<file path="config.mk">
export PLATFORM = sky130hd
export DESIGN_NAME = rv_decoder_flat
export DESIGN_NICKNAME = d
export VERILOG_FILES = /design/src/logic/rv_pkg.sv /design/src/logic/pipe_ifs.sv /design/src/logic/rv_decoder.sv /design/src/flat_wrapper.sv
export SDC_FILE = /design/constraint.sdc
export NUM_CORES = 1
export LEC_CHECK = 0
export BUFFER_PORTS_ARGS = -buffer_cell sky130_fd_sc_hd__buf_2
export CORE_ASPECT_RATIO = 1.25
export CORE_MARGIN = 1
export CORE_UTILIZATION = 51
export DETAILED_ROUTE_END_ITERATION = 12
export PLACE_DENSITY = 0.87
export SYNTH_ARGS = -nofsm -noshare
export SYNTH_HDL_FRONTEND = slang
export SYNTH_SLANG_ARGS = --single-unit
export TNS_END_PERCENT = 100
</file>
<file path="constraint.sdc">
create_clock -name clk -period 4.6 [get_ports clk]
set_clock_uncertainty 0.1 [all_clocks]
set_input_delay 0.92 -clock clk [delete_from_list [all_inputs] [get_ports clk]]
set_output_delay 0.92 -clock clk [all_outputs]
set_load 0.01 [all_outputs]
</file>
<file path="src/logic/rv_pkg.sv">
package rv_pkg;

    //////////////////////////////////////////////////
    // Widths
    //////////////////////////////////////////////////

    localparam int XLEN     = 64;
    localparam int NUM_REGS = 32;

    typedef logic [XLEN-1:0] xlen_t;
    typedef logic [31:0]     instr_t;
    typedef logic [4:0]      reg_addr_t;
    typedef logic [31:0]     imm_t;

    //////////////////////////////////////////////////
    // Major opcodes
    //////////////////////////////////////////////////

    localparam logic [6:0] OPCODE_LUI       = 7'b0110111;
    localparam logic [6:0] OPCODE_OP_IMM    = 7'b0010011;
    localparam logic [6:0] OPCODE_OP_IMM_32 = 7'b0011011;
    localparam logic [6:0] OPCODE_OP        = 7'b0110011;
    localparam logic [6:0] OPCODE_OP_32     = 7'b0111011;

    //////////////////////////////////////////////////
    // Operation encodings
    //////////////////////////////////////////////////

    typedef enum logic [2:0] {
        ALU_ADD,
        ALU_SUB,
        ALU_AND,
        ALU_OR,
        ALU_XOR,
        ALU_SHIFT,
        ALU_SLT
    } alu_op_e;

    // Bit 0 set for right shifts, bit 1 set for arithmetic
    typedef enum logic [1:0] {
        SHIFT_SLL = 2'b00,
        SHIFT_SRL = 2'b01,
        SHIFT_SRA = 2'b11
    } shift_op_e;

    typedef enum logic {
        CMP_LT  = 1'b0,
        CMP_LTU = 1'b1
    } cmp_op_e;

endpackage
</file>
<file path="src/logic/pipe_ifs.sv">
`timescale 1ns/1ps

// Decoded instruction slot, decode stage to execute stage
interface decode_bus_if;
    import rv_pkg::*;

    logic      valid;
    reg_addr_t rd;
    reg_addr_t rs1;
    reg_addr_t rs2;
    alu_op_e   alu_op;
    shift_op_e shift_op;
    cmp_op_e   cmp_op;
    logic      word;
    logic      use_imm;
    imm_t      imm;

    modport decode (
        output valid, rd, rs1, rs2, alu_op, shift_op, cmp_op, word, use_imm, imm
    );

    modport execute (
        input valid, rd, rs1, rs2, alu_op, shift_op, cmp_op, word, use_imm, imm
    );
endinterface


</file>
<file path="src/logic/rv_decoder.sv">
`timescale 1ns/1ps

module rv_decoder (
    input  logic                 clk,
    input  logic                 rst,
    input  logic                 instr_valid_i,
    input  rv_pkg::instr_t       instr_i,
    decode_bus_if.decode         dec_o
);
    import rv_pkg::*;

    instr_t    instr_q;
    logic      instr_valid_q;

    logic [6:0] opcode;
    logic [2:0] funct3;
    logic [6:0] funct7;
    reg_addr_t  rd;
    imm_t       iimm;
    imm_t       uimm;

    logic      supported;
    reg_addr_t rs1_d;
    alu_op_e   alu_op_d;
    shift_op_e shift_op_d;
    cmp_op_e   cmp_op_d;
    logic      word_d;
    logic      use_imm_d;
    imm_t      imm_d;

    // Instruction capture on the strobe
    always_ff @(posedge clk or negedge rst) begin
        if (!rst) begin
            instr_valid_q <= 1'b0;
        end else begin
            instr_valid_q <= instr_valid_i;
        end
    end

    always_ff @(posedge clk) begin
        instr_q <= instr_i;
    end

    assign opcode = instr_q[6:0];
    assign funct3 = instr_q[14:12];
    assign funct7 = instr_q[31:25];
    assign rd     = instr_q[11:7];
    assign iimm   = {{20{instr_q[31]}}, instr_q[31:20]};
    assign uimm   = {instr_q[31:12], 12'b0};

    //////////////////////////////////////////////////
    // Decode table
    //////////////////////////////////////////////////

    always_comb begin
        supported  = 1'b0;
        rs1_d      = instr_q[19:15];
        alu_op_d   = ALU_ADD;
        shift_op_d = SHIFT_SLL;
        cmp_op_d   = CMP_LT;
        word_d     = 1'b0;
        use_imm_d  = 1'b1;
        imm_d      = iimm;

        unique case (opcode)
            OPCODE_LUI: begin
                // Add of x0 and the U immediate
                supported = 1'b1;
                rs1_d     = '0;
                imm_d     = uimm;
            end
            OPCODE_OP_IMM: begin
                supported = 1'b1;
                unique case (funct3)
                    3'b000: alu_op_d = ALU_ADD;
                    3'b010: alu_op_d = ALU_SLT;
                    3'b011: begin
                        alu_op_d = ALU_SLT;
                        cmp_op_d = CMP_LTU;
                    end
                    3'b100: alu_op_d = ALU_XOR;
                    3'b110: alu_op_d = ALU_OR;
                    3'b111: alu_op_d = ALU_AND;
                    3'b001: begin
                        alu_op_d  = ALU_SHIFT;
                        supported = (funct7[6:1] == 6'b000000);
                    end
                    default: begin
                        // Bit 30 picks SRAI, bit 25 is shamt[5]
                        alu_op_d   = ALU_SHIFT;
                        shift_op_d = funct7[5] ? SHIFT_SRA : SHIFT_SRL;
                        supported  = ({funct7[6], funct7[4:1]} == 5'b00000);
                    end
                endcase
            end
            OPCODE_OP_IMM_32: begin
                word_d = 1'b1;
                unique case (funct3)
                    3'b000: supported = 1'b1;
                    3'b001: begin
                        alu_op_d  = ALU_SHIFT;
                        supported = (funct7 == 7'b0000000);
                    end
                    3'b101: begin
                        alu_op_d   = ALU_SHIFT;
                        shift_op_d = funct7[5] ? SHIFT_SRA : SHIFT_SRL;
                        supported  = ({funct7[6], funct7[4:0]} == 6'b000000);
                    end
                    default: ;
                endcase
            end
            OPCODE_OP, OPCODE_OP_32: begin
                use_imm_d = 1'b0;
                word_d    = (opcode == OPCODE_OP_32);
                supported = 1'b1;
                unique case ({funct7, funct3})
                    {7'b0000000, 3'b000}: alu_op_d = ALU_ADD;
                    {7'b0100000, 3'b000}: alu_op_d = ALU_SUB;
                    {7'b0000000, 3'b001}: alu_op_d = ALU_SHIFT;
                    {7'b0000000, 3'b101}: begin
                        alu_op_d   = ALU_SHIFT;
                        shift_op_d = SHIFT_SRL;
                    end
                    {7'b0100000, 3'b101}: begin
                        alu_op_d   = ALU_SHIFT;
                        shift_op_d = SHIFT_SRA;
                    end
                    {7'b0000000, 3'b010}: begin
                        alu_op_d  = ALU_SLT;
                        supported = !word_d;
                    end
                    {7'b0000000, 3'b011}: begin
                        alu_op_d  = ALU_SLT;
                        cmp_op_d  = CMP_LTU;
                        supported = !word_d;
                    end
                    {7'b0000000, 3'b100}: begin
                        alu_op_d  = ALU_XOR;
                        supported = !word_d;
                    end
                    {7'b0000000, 3'b110}: begin
                        alu_op_d  = ALU_OR;
                        supported = !word_d;
                    end
                    {7'b0000000, 3'b111}: begin
                        alu_op_d  = ALU_AND;
                        supported = !word_d;
                    end
                    default: supported = 1'b0;
                endcase
            end
            default: ;
        endcase
    end

    //////////////////////////////////////////////////
    // Decode register
    //////////////////////////////////////////////////

    // Anything that does not write a real register leaves as a bubble
    always_ff @(posedge clk or negedge rst) begin
        if (!rst) begin
            dec_o.valid <= 1'b0;
        end else begin
            dec_o.valid <= instr_valid_q && supported && (rd != '0);
        end
    end

    always_ff @(posedge clk) begin
        dec_o.rd       <= rd;
        dec_o.rs1      <= rs1_d;
        dec_o.rs2      <= instr_q[24:20];
        dec_o.alu_op   <= alu_op_d;
        dec_o.shift_op <= shift_op_d;
        dec_o.cmp_op   <= cmp_op_d;
        dec_o.word     <= word_d;
        dec_o.use_imm  <= use_imm_d;
        dec_o.imm      <= imm_d;
    end

endmodule

</file>
<file path="src/flat_wrapper.sv">
// flat-port wrapper written by rule: the top's interface ports become plain ports
module rv_decoder_flat import rv_pkg::*;
  (clk, rst, instr_valid_i, instr_i, dec_o_valid, dec_o_rd, dec_o_rs1, dec_o_rs2, dec_o_alu_op, dec_o_shift_op, dec_o_cmp_op, dec_o_word, dec_o_use_imm, dec_o_imm);
  decode_bus_if dec_o_i ();
  input  logic clk;
  input  logic rst;
  input  logic instr_valid_i;
  input  rv_pkg::instr_t instr_i;
  output wire logic [$bits(dec_o_i.valid)-1:0] dec_o_valid;
  output wire logic [$bits(dec_o_i.rd)-1:0] dec_o_rd;
  output wire logic [$bits(dec_o_i.rs1)-1:0] dec_o_rs1;
  output wire logic [$bits(dec_o_i.rs2)-1:0] dec_o_rs2;
  output wire logic [$bits(dec_o_i.alu_op)-1:0] dec_o_alu_op;
  output wire logic [$bits(dec_o_i.shift_op)-1:0] dec_o_shift_op;
  output wire logic [$bits(dec_o_i.cmp_op)-1:0] dec_o_cmp_op;
  output wire logic [$bits(dec_o_i.word)-1:0] dec_o_word;
  output wire logic [$bits(dec_o_i.use_imm)-1:0] dec_o_use_imm;
  output wire logic [$bits(dec_o_i.imm)-1:0] dec_o_imm;
  assign dec_o_valid = dec_o_i.valid;
  assign dec_o_rd = dec_o_i.rd;
  assign dec_o_rs1 = dec_o_i.rs1;
  assign dec_o_rs2 = dec_o_i.rs2;
  assign dec_o_alu_op = dec_o_i.alu_op;
  assign dec_o_shift_op = dec_o_i.shift_op;
  assign dec_o_cmp_op = dec_o_i.cmp_op;
  assign dec_o_word = dec_o_i.word;
  assign dec_o_use_imm = dec_o_i.use_imm;
  assign dec_o_imm = dec_o_i.imm;
  rv_decoder u_core (.clk(clk), .rst(rst), .instr_valid_i(instr_valid_i), .instr_i(instr_i), .dec_o(dec_o_i));
endmodule
</file>
### Word-level counts from Yosys, hierarchy flattened

Index checks and enable logic that the tools add are counted.

| cells by class | value |
|---|---|
| mux-type cells | 19 |
| eq/ne operators | 21 |
| reduce and logical (&&, ||, !) cells | 19 |

Operators by type and width:

| cell | count |
|---|---|
| == test 10 x 3 -> 1 bit (second input constant) | 4 |
| two-way mux 31 bit | 1 |
| == test 7 x 6 -> 1 bit (second input constant) | 3 |
| == test 10 x 2 -> 1 bit (second input constant) | 2 |
| == test 10 x 9 -> 1 bit (second input constant) | 2 |
| one-hot mux 3 bit (6 select lines) | 1 |
| one-hot mux 3 bit (5 select lines) | 1 |
| == test 7 x 5 -> 1 bit (second input constant) | 2 |
| == test 3 bit (second input constant) | 4 |
| zero test 6 bit | 2 |
| == test 10 x 1 -> 1 bit (second input constant) | 1 |
| zero test 10 bit | 1 |
| OR reduction 5 bit | 2 |
| one-hot mux 3 bit (3 select lines) | 1 |
| one-hot mux 1 bit (2 select lines) | 4 |
| OR reduction 2 bit | 4 |
| zero test 7 bit | 1 |
| OR reduction 7 bit | 1 |
| == test 3 x 2 -> 1 bit (second input constant) | 2 |
| two-way mux 2 bit | 3 |
| one-hot mux 2 bit (3 select lines) | 1 |
| OR reduction 6 bit | 1 |
| zero test 5 bit | 1 |
| nonzero test 5 bit | 1 |
| 10 further kinds | 13 |

| storage, ports and cells | value |
|---|---|
| input bits | 35 |
| bits in registers | 89 |

### Longest topological paths before layout

Gate-level depths: netlist of run 1.

| depth | value |
|---|---|
| depth after elaboration | 6 |
| mapped depth | 6 |

### Worst setup path before layout of run 1

No wires, ideal clock.

| path | value |
|---|---|
| path type | register to register |
| from | reg u_core.instr_q[27] |
| to | reg u_core.dec_o.alu_op[2] |
| path buffers | 0 |
| period minus slack after synthesis | 1.586 ns |
| stages on the path, launching flop included | 5 |
| data arrival time | 1.383 ns |
| setup slack | 3.014 ns |
| required time | 4.396 ns |
| cell sequence | dfxtp_1 or4_4 nor2_4 nand4_2 a2111oi_2 |

| on the way | value |
|---|---|
| longest elaborated chain between the ends | 4 |

RTL lines:

| item | line | RTL |
|---|---|---|
| start: declaration | rv_decoder.sv:12 | `instr_t instr_q;` |
| start signal: assignment | rv_decoder.sv:41 | `instr_q <= instr_i;` |
| == test 10 x 1 -> 1 bit, or another cell as far along | rv_decoder.sv:116 | `unique case ({funct7, funct3})` |
| OR reduction 3 bit (no source line) / OR reduction 2 bit (equally long branches) | - |  |
| one-hot mux 3 bit (6 select lines) * | rv_decoder.sv:116 |  |
| one-hot mux 3 bit (3 select lines) * | rv_decoder.sv:65 | `unique case (opcode)` |
| named net u_core.alu_op_d[2] | rv_decoder.sv:24 | `alu_op_e alu_op_d;` |
| end signal: assignment | rv_decoder.sv:173 | `dec_o.alu_op <= alu_op_d;` |
| end: declaration | pipe_ifs.sv:19 | `output valid, rd, rs1, rs2, alu_op, shift_op, cmp_op, word, use_imm, imm` |

Mark *: on every way through the listed nets, which the timed path passes. The rest lies on a longest branch.
A chain may end at the register's enable or synchronous reset.

### Final worst setup path of run 1

| path | value |
|---|---|
| from | reg u_core.instr_q[6] |
| to | reg u_core.dec_o.imm[27] |

| on the way | value |
|---|---|
| longest elaborated chain between the ends | 2 |

RTL lines:

| item | line | RTL |
|---|---|---|
| == test 7 x 6 -> 1 bit | rv_decoder.sv:65 |  |
| two-way mux 31 bit | rv_decoder.sv:65 |  |
| named net u_core.imm_d[27] | rv_decoder.sv:29 | `imm_t imm_d;` |
| end signal: assignment | rv_decoder.sv:178 | `dec_o.imm <= imm_d;` |
| end: declaration | pipe_ifs.sv:19 |  |

The timed path passes the listed nets, and every way through them passes these cells.

==> out/qor.yml, run 1 <==
setup_path:
  start_kind: "flip-flop"
  critPathMaxStageDelay_ns: 0.36
  path_common_cell: "buf_4"
  cpMaxStageDelayCell: "buf_4"
  path_max_fanout: 37
  path_cells: "nand4b_1, nor3_4, buf_4, nor2b_1, buf_4, a21o_2"
  crit_path_end_kind: "flip-flop"
  crit_type: "reg2reg"
  path_buf_inv: 2
  critPathArrivalTime_ns: 2.16
  critical_path_required_ns: 4.73
  crit_family: "simple AND/OR/NAND/NOR gates"
yosys:
  synth_area_leaders: "dfxtp_1, a21o_1, nor2b_1, dfrtp_1, buf_2"
  synth_top_area_cell: "dfxtp_1"
  synth_cell_types: 42
  synth_most_common_cell: "dfxtp_1"
  netlist_instances: 185
  avgSynthCellArea_um2: 13.1
  seq_area_frac_synth_pct: 73.7
  synthArstFlopShare_pct: 2.25
  synth_edf_count: 0
  yosysTopAreaCellShare_pct: 71.6
  ys_ff_latch: 89
  synthesis.area_um2: 2430
  synth_nets: 220
  synth_common_cells: "dfxtp_1, a21o_1, nor2b_1, buf_2"
  yosysWarningCount: 0
  synth-main-ff-cell: "dfxtp_1"
place:
  dpl.cell_count: 324
  dp_hpwl_mm: 2.82
  port-buffer-count: 90
  gp_congestion: 0.765
layout:
  fin_cells: 340
  diodes: 0
  nNetsFinal: 312
  utilization_pct: 69.4
  multiInputGateArea_um2: 587
  drive_gt1_share_pct: 40.8
  syn_to_final_growth_pct: 28.2
  n_fill_cell: 316
  seq_area_um2: 1790
cts:
  cts_max_level: 3
  cts_tree: "yes"
  path_clk_slew_ns: 0.08
  post-cts-setup-buffers: 0
  cts_buffer_depth: 2
  clk-insertion-delay-late_ns: 0.34
  cts_root_buffer: "clkbuf_8"
  cts_num_sinks: 89
  cts_buffers: 9
  ctsResizeCount: 0
  postCtsHoldBufs: 0
drt:
  drt_iter0_markers: 55
  routed_wl_mm: 4.05
  drcViolationCount: 0
  ant_nets: 0
  vias: 1578
  wl_per_cell_um: 11.9
  via_per_inst: 4.64
  dr.pass1.iters: 4
sta:
  setup_tns_ns: 0
  maxSlewViolCount: 0
  rsz0062_at_grt: "no"
  tightest_slew_ns: 0.650
  hold_violations: 0
  hold_slack_ns: 0.252
  period_share_pct: 44.0
  timing.slew.headroom_pct: 56.6
  max_freq_mhz: 495
  fin_crit_ns: 2.02
  finalSetupViolCount: 0
global_routing:
  grt_usage_pct: 16.8
  grt_pass1_vias: 1456
  antenna_found_initial: 0
  grt_max_degree: 38
  grt_pass1_wl_mm: 6.26
  overflow: 0
floorplan:
  die_w_um: 63.8
  rows: 27
  core_area_um2: 4490
  start_util_pct: 54.1
  dieArea_um2: 5050
  io_pins: 91
  die_h_um: 79.2
min_path:
  min_path_type: "reg2reg"
power_and_ir_drop:
  power_density_nw_per_um2: 456
  power.total_mw: 1.42
  peakVddDrop_mv: 0.243
  power.leakage_nw: 1.53
flow_run:
  maxCapViolations: 0
status:
  status: "finished, final reports clean"
==> placed cells by master, fill, tap and decap left out, types with 2 or more instances in the layout <==
cell type  netlist  routed
buf_2            6      90
clkbuf_1         5       2
dfxtp_1         87      87
nand2_1          5       5
nor2b_1         17      17
buf_4            0       2
nand2b_1         2       2
clkbuf_8         0      10
nor2_1           5       5
o21ai_0          3       3
a21oi_1          4       4
a21o_1          18      18
dfrtp_1          2       2
==> worst paths after layout <==
| path | cells after the start | slack [ns] | to | startpoint |
|---|---|---|---|---|
| min in group asynchronous | 1 | 0.26 | u_core.instr_valid_q | rst |
| hold reg to reg | 0 | 0.25 | u_core.dec_o.rd[1] | u_core.instr_q[8] |
| setup / recovery | 6 | 2.58 | u_core.dec_o.imm[27] | u_core.instr_q[6] |
| setup reg to reg | 6 | 2.58 | u_core.dec_o.imm[27] | u_core.instr_q[6] |
| hold / removal | 0 | 0.25 | u_core.dec_o.rd[1] | u_core.instr_q[8] |
| max in group asynchronous | 1 | 4.04 | u_core.dec_o.valid | rst |
==> layer usage <==
| layer | wire (um) | GRT usage [%] | share of wire, % |
|---|---|---|---|
| met5 | 0 | 0 | 0 |
| met4 | 43 | 7.50 | 1.1 |
| met3 | 259 | 7.18 | 6.4 |
| met2 | 2010 | 27.4 | 50 |
| met1 | 1730 | 19.0 | 43 |
==> worst register-to-register path, stage by stage (launching register included) <==
cell      delay [ns]
dfxtp_1         0.30
nand4b_1        0.28
nor3_4          0.21
buf_4           0.36
nor2b_1         0.25
buf_4           0.23
a21o_2          0.19
==> through the flow <==
step / area [um2] / worst slack, ns
4_1_cts: 3120 / 2.54
3_3_place_gp: 2920 / 2.64
6_report: 3120 / 2.58
5_1_grt: 3120 / 2.44
3_5_place_dp: 2920 / 2.58
2_1_floorplan: 2430 / 3.01
==> sequential cells by signal, summed over array words and instances (netlist names) <==
name and count:
u_core.dec_o.cmp_op 1, u_core.dec_o.rs2 5, u_core.dec_o.rd 5, u_core.instr_q 32, u_core.dec_o.use_imm 1, u_core.dec_o.imm 32
u_core.dec_o.alu_op 3, u_core.dec_o.rs1 5, u_core.dec_o.valid 1, u_core.dec_o.shift_op 2, u_core.dec_o.word 1, u_core.instr_valid_q 1
==> power breakdown <==
group | leakage (nW) | switching, mW | total (mW) | internal [mW]
Sequential | 0.757 | 0.0196 | 0.829 | 0.809
Combinational | 0.681 | 0.0367 | 0.0782 | 0.0414
Clock | 0.0970 | 0.246 | 0.513 | 0.267
Total | 1.53 | 0.302 | 1.42 | 1.12
==> final cells by class <==
type | instances | area share, %
sequential | 89 | 57.5
multi-input combinational | 84 | 18.8
timing repair buffer | 92 | 14.9
clock buffer | 12 | 4.66
tap | 58 | 2.33
clock inverter | 4 | 1.65
inverter | 1 | 0.120
==> cell families (layout without fill, tap and decap cells) <==
kind of cell,count (synthesis),count (layout),synth area share (%)
flops,89,89,73.7
simple gates,46,46,12.4
compound gates,36,36,11.1
buf+inv,12,109,2.16
xor+xnor,2,2,0.721
No activity file was read; power rests on OpenSTA's default activity.
==> inputs of run 2 (changes only) <==
--- a/config.mk
+++ b/config.mk
@@ -8,9 +8,9 @@
 export BUFFER_PORTS_ARGS = -buffer_cell sky130_fd_sc_hd__buf_2
 export CORE_ASPECT_RATIO = 1.25
 export CORE_MARGIN = 1
-export CORE_UTILIZATION = 51
+export CORE_UTILIZATION = 47
 export DETAILED_ROUTE_END_ITERATION = 12
-export PLACE_DENSITY = 0.87
+export PLACE_DENSITY = 0.82
 export SYNTH_ARGS = -nofsm -noshare
 export SYNTH_HDL_FRONTEND = slang
 export SYNTH_SLANG_ARGS = --single-unit
==> constraint.sdc (replaced) <==
create_clock -name clk -period 1.9 [get_ports clk]
set_clock_uncertainty 0.1 [all_clocks]
set_input_delay 0.38 -clock clk [delete_from_list [all_inputs] [get_ports clk]]
set_output_delay 0.38 -clock clk [all_outputs]
set_load 0.01 [all_outputs]
==> out/qor.yml, run 2 (synthesized netlist as in run 1, its figures left out) <==
sta:
  setup_ws_ns: 0.208  # was 2.58 ns
  fin_crit_ns: 1.69  # was 2.02 ns
  rsz0062_at_grt: "no"  # unchanged
  setup_tns_ns: 0  # unchanged
  timing.slew.headroom_pct: 68.3  # was 56.6%
  period_share_pct: 89.1  # was 44.0%
  hold_violations: 0  # unchanged
  max_freq_mhz: 591  # was 495 MHz
  hold_slack_ns: 0.0403  # was 0.252 ns
  finalSetupViolCount: 0  # unchanged
  tightest_slew_ns: 0.474  # was 0.650 ns
  maxSlewViolCount: 0  # unchanged
setup_path:
  critPathArrivalTime_ns: 1.82  # was 2.16 ns
  cpMaxStageDelayCell: "or4_4"  # was buf_4
  reg2reg_to: "u_core.dec_o.alu_op[2]"  # was u_core.dec_o.imm[27]
  r2r_cells: 4  # was 6
  critical_path_required_ns: 2.03  # was 4.73 ns
  critPathMaxStageDelay_ns: 0.56  # was 0.36 ns
  crit_path_end_kind: "flip-flop"  # unchanged
  path_buf_inv: 0  # was 2
  path_max_fanout: 4  # was 37
  crit_family: "simple AND/OR/NAND/NOR gates"  # unchanged
  r2r_start: "u_core.instr_q[27]"  # was u_core.instr_q[6]
  timing.reg2reg.setup_slack_ns: 0.21  # was 2.58 ns
  path_cells: "or4_4, nor2_4, nand4_2, a2111oi_2"  # was nand4b_1, nor3_4, buf_4, nor2b_1, buf_4, a21o_2
  start_kind: "flip-flop"  # unchanged
  crit_type: "reg2reg"  # unchanged
floorplan:
  io_pins: 91  # unchanged
  start_util_pct: 49.9  # was 54.1%
  rows: 28  # was 27
  dieArea_um2: 5470  # was 5050 um2
  die_w_um: 66.3  # was 63.8 um
  die_h_um: 82.4  # was 79.2 um
  core_area_um2: 4870  # was 4490 um2
power_and_ir_drop:
  peakVddDrop_mv: 0.610  # was 0.243 mV
  pwr-share-clk_pct: 35.2  # was 36.1%
  seq_power_share_pct: 59.1  # was 58.4%
  combinationalPowerShare_pct: 5.7  # was 5.5%
  power.leakage_nw: 1.54  # was 1.53 nW
  power.switching_mw: 0.706  # was 0.302 mW
  p_int_mw: 2.69  # was 1.12 mW
  switching_share_pct: 20.8  # was 21.3%
  power_density_nw_per_um2: 1080  # was 456 nW/um2
cts:
  path_clk_slew_ns: 0.08  # about the same
  cts_tree: "yes"  # unchanged
  cts_max_level: 3  # unchanged
  cts_num_sinks: 89  # unchanged
  clk-insertion-delay-late_ns: 0.33  # was 0.34 ns
  cts_buffers: 9  # unchanged
  cts_buffer_depth: 2  # unchanged
  cts_root_buffer: "clkbuf_8"  # unchanged
  post-cts-setup-buffers: 0  # unchanged
layout:
  drive_gt1_share_pct: 40.6  # was 40.8%
  final_cell_mix: "buf_2, dfxtp_1, a21o_1, nor2b_1, clkbuf_8"  # unchanged
  nNetsFinal: 313  # was 312
  syn_to_final_growth_pct: 28.7  # was 28.2%
  fin_area_um2: 3130  # was 3120 um2
  final_common_cell: "buf_2"  # unchanged
  reg_top3: "u_core.dec_o.imm x32, u_core.instr_q x32"  # unchanged
  diodes: 0  # unchanged
  utilization_pct: 64.3  # was 69.4%
min_path:
  min_to: "u_core.instr_q[20]"  # was u_core.dec_o.rd[1]
  whs_path_depth: 1  # was 0
  min_from: "instr_i[20]"  # was u_core.instr_q[8]
  min_path_type: "in2reg"  # was reg2reg
drt:
  drcViolationCount: 0  # unchanged
  dr.pass1.iters: 4  # unchanged
  via_per_inst: 4.65  # was 4.64
  ant_nets: 0  # unchanged
  routed_wl_mm: 4.24  # was 4.05 mm
  vias: 1586  # was 1578
  drt_iter0_markers: 63  # was 55
  wl_per_cell_um: 12.4  # was 11.9 um
global_routing:
  overflow: 0  # unchanged
  grt_pass1_wl_mm: 6.65  # was 6.26 mm
  grt_usage_pct: 16.8  # about the same
  grt_max_degree: 37  # was 38
  grt_pass1_vias: 1560  # was 1456
  antenna_found_initial: 0  # unchanged
place:
  dp_hpwl_mm: 2.85  # was 2.82 mm
  gp_congestion: 0.824  # was 0.765
  post-place-ws_ns: 0.218  # was 2.58 ns
  port-buffer-count: 90  # unchanged
  placed_area_um2: 2940  # was 2920 um2
flow_run:
  maxCapViolations: 0  # unchanged
status:
  status: "finished, final reports clean"  # unchanged
==> run 2: cell count changes in the layout (fill, tap and decap cells not counted), sizes merged <==
cell         change
clkbuf           -1
inv              -1
dlygate4sd3      +1
==> run 2: final cells by class <==
cell class              count  area (um2)
flip-flops and latches     89        1790
clock buffers              11         141
fillers                   419        1740
well taps                  60        75.1
inverters                   1        3.75
multi-input cells          84         587
clock inverters             3        42.5
repair buffers             93         488
==> run 2: layer usage <==
metal | global-route usage [%] | wire length (um)
met4 | 8.30 | 22
met1 | 19.3 | 1810
met2 | 27.3 | 2100
met3 | 6.18 | 302
met5 | 0 | 0
==> run 2: through the flow <==
stage / std cells / total power [mW]
after floorplan: 185 / 2.14
after global placement: 326 / 2.24
after detailed placement: 326 / 2.24
after CTS: 341 / 3.43
after global routing: 341 / 3.55
final: 341 / 3.39
==> run 2: how the worst max path moves through the flow <==
stage,startpoint,to,slack (ns),cells after the start
CTS,u_core.instr_q[27],u_core.dec_o.alu_op[2],0.19,4
global placement,u_core.instr_q[27],u_core.dec_o.alu_op[2],0.27,4
detailed placement,u_core.instr_q[27],u_core.dec_o.alu_op[2],0.22,4
global route,u_core.instr_q[27],u_core.dec_o.alu_op[2],0.11,4
finish,u_core.instr_q[27],u_core.dec_o.alu_op[2],0.21,4
floorplan,u_core.instr_q[27],u_core.dec_o.alu_op[2],0.31,4
==> run 2: what timing repair did <==
action / 4_1_cts / 5_1_grt
gates resized for setup: 0 / 0
hold endpoints to repair: 2 / 0
hold buffers: 1 / 0
==> run 2: worst register-to-register path: stages, from the launching register on <==
cell       delay (ns)
dfxtp_1          0.34
or4_4            0.56
nor2_4           0.15
nand4_2          0.10
a2111oi_2        0.35
==> run 2: power by group through the flow <==
stage	Combinational, mW	Sequential [mW]	Clock [mW]
after detailed placement	0.193	2.05	0
after global placement	0.189	2.05	0
final	0.192	2.01	1.20
after CTS	0.195	2.01	1.22
after floorplan	0.0792	2.06	0
after global routing	0.215	2.02	1.32
==> inputs of run 3 (changes only) <==
--- a/config.mk
+++ b/config.mk
@@ -5,12 +5,12 @@
 export SDC_FILE = /design/constraint.sdc
 export NUM_CORES = 1
 export LEC_CHECK = 0
-export BUFFER_PORTS_ARGS = -buffer_cell sky130_fd_sc_hd__buf_2
+export BUFFER_PORTS_ARGS = -buffer_cell sky130_fd_sc_hd__clkbuf_2
 export CORE_ASPECT_RATIO = 1.25
 export CORE_MARGIN = 1
 export CORE_UTILIZATION = 47
 export DETAILED_ROUTE_END_ITERATION = 12
-export PLACE_DENSITY = 0.82
+export PLACE_DENSITY = 0.77
 export SYNTH_ARGS = -nofsm -noshare
 export SYNTH_HDL_FRONTEND = slang
 export SYNTH_SLANG_ARGS = --single-unit
==> out/qor.yml, run 3 (synthesized netlist as in run 1, its figures left out) <==
status:
  status: "finished, final reports clean"  # unchanged
layout:
  final_cell_mix: "clkbuf_2, dfxtp_1, a21o_1, nor2b_1, clkbuf_8"  # was buf_2, dfxtp_1, a21o_1, nor2b_1, clkbuf_8
  drive_gt1_share_pct: 41.0  # was 40.6%
  utilization_pct: 65.6  # was 64.3%
  syn_to_final_growth_pct: 31.3  # was 28.7%
  nNetsFinal: 318  # was 313
  final_common_cell: "clkbuf_2"  # was buf_2
  reg_top3: "u_core.dec_o.imm x32, u_core.instr_q x32"  # unchanged
  diodes: 0  # unchanged
  fin_area_um2: 3190  # was 3130 um2
min_path:
  min_to: "u_core.instr_q[9]"  # was u_core.instr_q[20]
  min_from: "instr_i[9]"  # was instr_i[20]
  min_path_type: "in2reg"  # unchanged
  whs_path_depth: 1  # unchanged
floorplan:
  io_pins: 91  # unchanged
  die_h_um: 82.4  # unchanged
  rows: 28  # unchanged
  core_area_um2: 4870  # unchanged
  start_util_pct: 49.9  # unchanged
  die_w_um: 66.3  # unchanged
  dieArea_um2: 5470  # unchanged
setup_path:
  crit_path_end_kind: "flip-flop"  # unchanged
  start_kind: "flip-flop"  # unchanged
  r2r_start: "u_core.instr_q[27]"  # unchanged
  timing.reg2reg.setup_slack_ns: 0.21  # about the same
  crit_type: "reg2reg"  # unchanged
  reg2reg_to: "u_core.dec_o.alu_op[2]"  # unchanged
  critical_path_required_ns: 2.06  # was 2.03 ns
  path_max_fanout: 4  # unchanged
  critPathArrivalTime_ns: 1.84  # was 1.82 ns
  r2r_cells: 4  # unchanged
sta:
  finalSetupViolCount: 0  # unchanged
  fin_crit_ns: 1.69  # about the same
  max_freq_mhz: 593  # was 591 MHz
  hold_violations: 0  # unchanged
  period_share_pct: 88.8  # was 89.1%
  setup_tns_ns: 0  # unchanged
  tightest_slew_ns: 0.818  # was 0.474 ns
  maxSlewViolCount: 0  # unchanged
  rsz0062_at_grt: "no"  # unchanged
  timing.slew.headroom_pct: 45.2  # was 68.3%
power_and_ir_drop:
  power.leakage_nw: 1.58  # was 1.54 nW
  peakVddDrop_mv: 0.653  # was 0.610 mV
  power_density_nw_per_um2: 1110  # was 1080 nW/um2
global_routing:
  grt_max_degree: 37  # unchanged
  overflow: 0  # unchanged
  antenna_found_initial: 0  # unchanged
  grt_pass1_wl_mm: 6.09  # was 6.65 mm
  grt_pass1_vias: 1387  # was 1560
  grt_usage_pct: 15.8  # was 16.8%
drt:
  vias: 1614  # was 1586
  drt-met1-wl_mm: 1.66  # was 1.81 mm
  ant_nets: 0  # unchanged
  drcViolationCount: 0  # unchanged
  highest-signal-layer: "met4"  # unchanged
  wl_per_cell_um: 11.8  # was 12.4 um
  via_per_inst: 4.64  # was 4.65
  routed_wl_mm: 4.11  # was 4.24 mm
  wl_met2_mm: 2.02  # was 2.10 mm
  met3_length_um: 336  # was 302 um
  drt_iter0_markers: 36  # was 63
  dr.pass1.iters: 4  # unchanged
cts:
  post-cts-setup-buffers: 0  # unchanged
  clk-insertion-delay-late_ns: 0.36  # was 0.33 ns
  path_clk_slew_ns: 0.10  # was 0.08 ns
  cts_num_sinks: 89  # unchanged
  cts_tree: "yes"  # unchanged
  cts_max_level: 3  # unchanged
  cts_buffer_depth: 2  # unchanged
  cts_buffers: 9  # unchanged
  cts_root_buffer: "clkbuf_8"  # unchanged
place:
  gp_congestion: 0.841  # was 0.824
  placed_area_um2: 2930  # was 2940 um2
  dp_hpwl_mm: 2.84  # was 2.85 mm
  port-buffer-count: 90  # unchanged
flow_run:
  maxCapViolations: 0  # unchanged
-- run 3: cell count changes in the layout (fill, tap and decap cells not counted), moves of 4 or more --
cell           previous run  this run
dlygate4sd3_1             1         6
buf_2                    90         0
clkbuf_2                  0        90
inv_6                     0         4
-- run 3: stage by stage --
| stage | hold slack [ns] | cells | power (mW) | worst slack (ns) |
|---|---|---|---|---|
| floorplan | -0.0156 | 185 | 2.14 | 0.314 |
| global placement | 0.0724 | 326 | 2.24 | 0.267 |
| detailed placement | 0.0694 | 326 | 2.24 | 0.226 |
| CTS | 0.00229 | 343 | 3.56 | 0.204 |
| global route | 0.000177 | 348 | 3.68 | 0.124 |
| finish | 0.0109 | 348 | 3.53 | 0.213 |
-- run 3: how the worst max path moves through the flow --
| stage | slack [ns] | cells after the start | endpoint | startpoint |
|---|---|---|---|---|
| global route | 0.12 | 4 | u_core.dec_o.alu_op[2] | u_core.instr_q[27] |
| floorplan | 0.31 | 4 | u_core.dec_o.alu_op[2] | u_core.instr_q[27] |
| finish | 0.21 | 4 | u_core.dec_o.alu_op[2] | u_core.instr_q[27] |
| global placement | 0.27 | 4 | u_core.dec_o.alu_op[2] | u_core.instr_q[27] |
| detailed placement | 0.23 | 4 | u_core.dec_o.alu_op[2] | u_core.instr_q[27] |
| CTS | 0.20 | 4 | u_core.dec_o.alu_op[2] | u_core.instr_q[27] |
-- run 3: metal layers --
metal	track usage, %	vias to the layer above
met2	26.1	64
met3	7.01	9
met4	8.94	0
met1	16.6	724
met5	0	-
li1	-	817
-- run 3: cell type report --
cell class,instances,area (um2)
repair buffers,98,526
multi-input cells,84,589
fillers,378,1680
flip-flops and latches,89,1790
well taps,60,75.1
clock inverters,7,83.8
inverters,1,3.75
clock buffers,9,124
-- run 3: critical path, cell delays in order, from the launching register on --
cell and delay [ns]:
dfxtp_1 0.34, or4_4 0.56, nor2_4 0.14, nand4_2 0.10, a2111oi_2 0.35
-- run 3: timing repair --
action / in CTS / in global routing
hold buffers: 1 / 5
endpoints found under the hold margin: 2 / 5
setup endpoints to repair: 0 / 0
gates resized for setup: 0 / 0
-- run 3: report_power, final --
group,switching [mW],total [mW],internal [mW]
Clock,0.689,1.32,0.635
Combinational,0.0934,0.202,0.108
Sequential,0.0466,2.01,1.96
Total,0.829,3.53,2.70
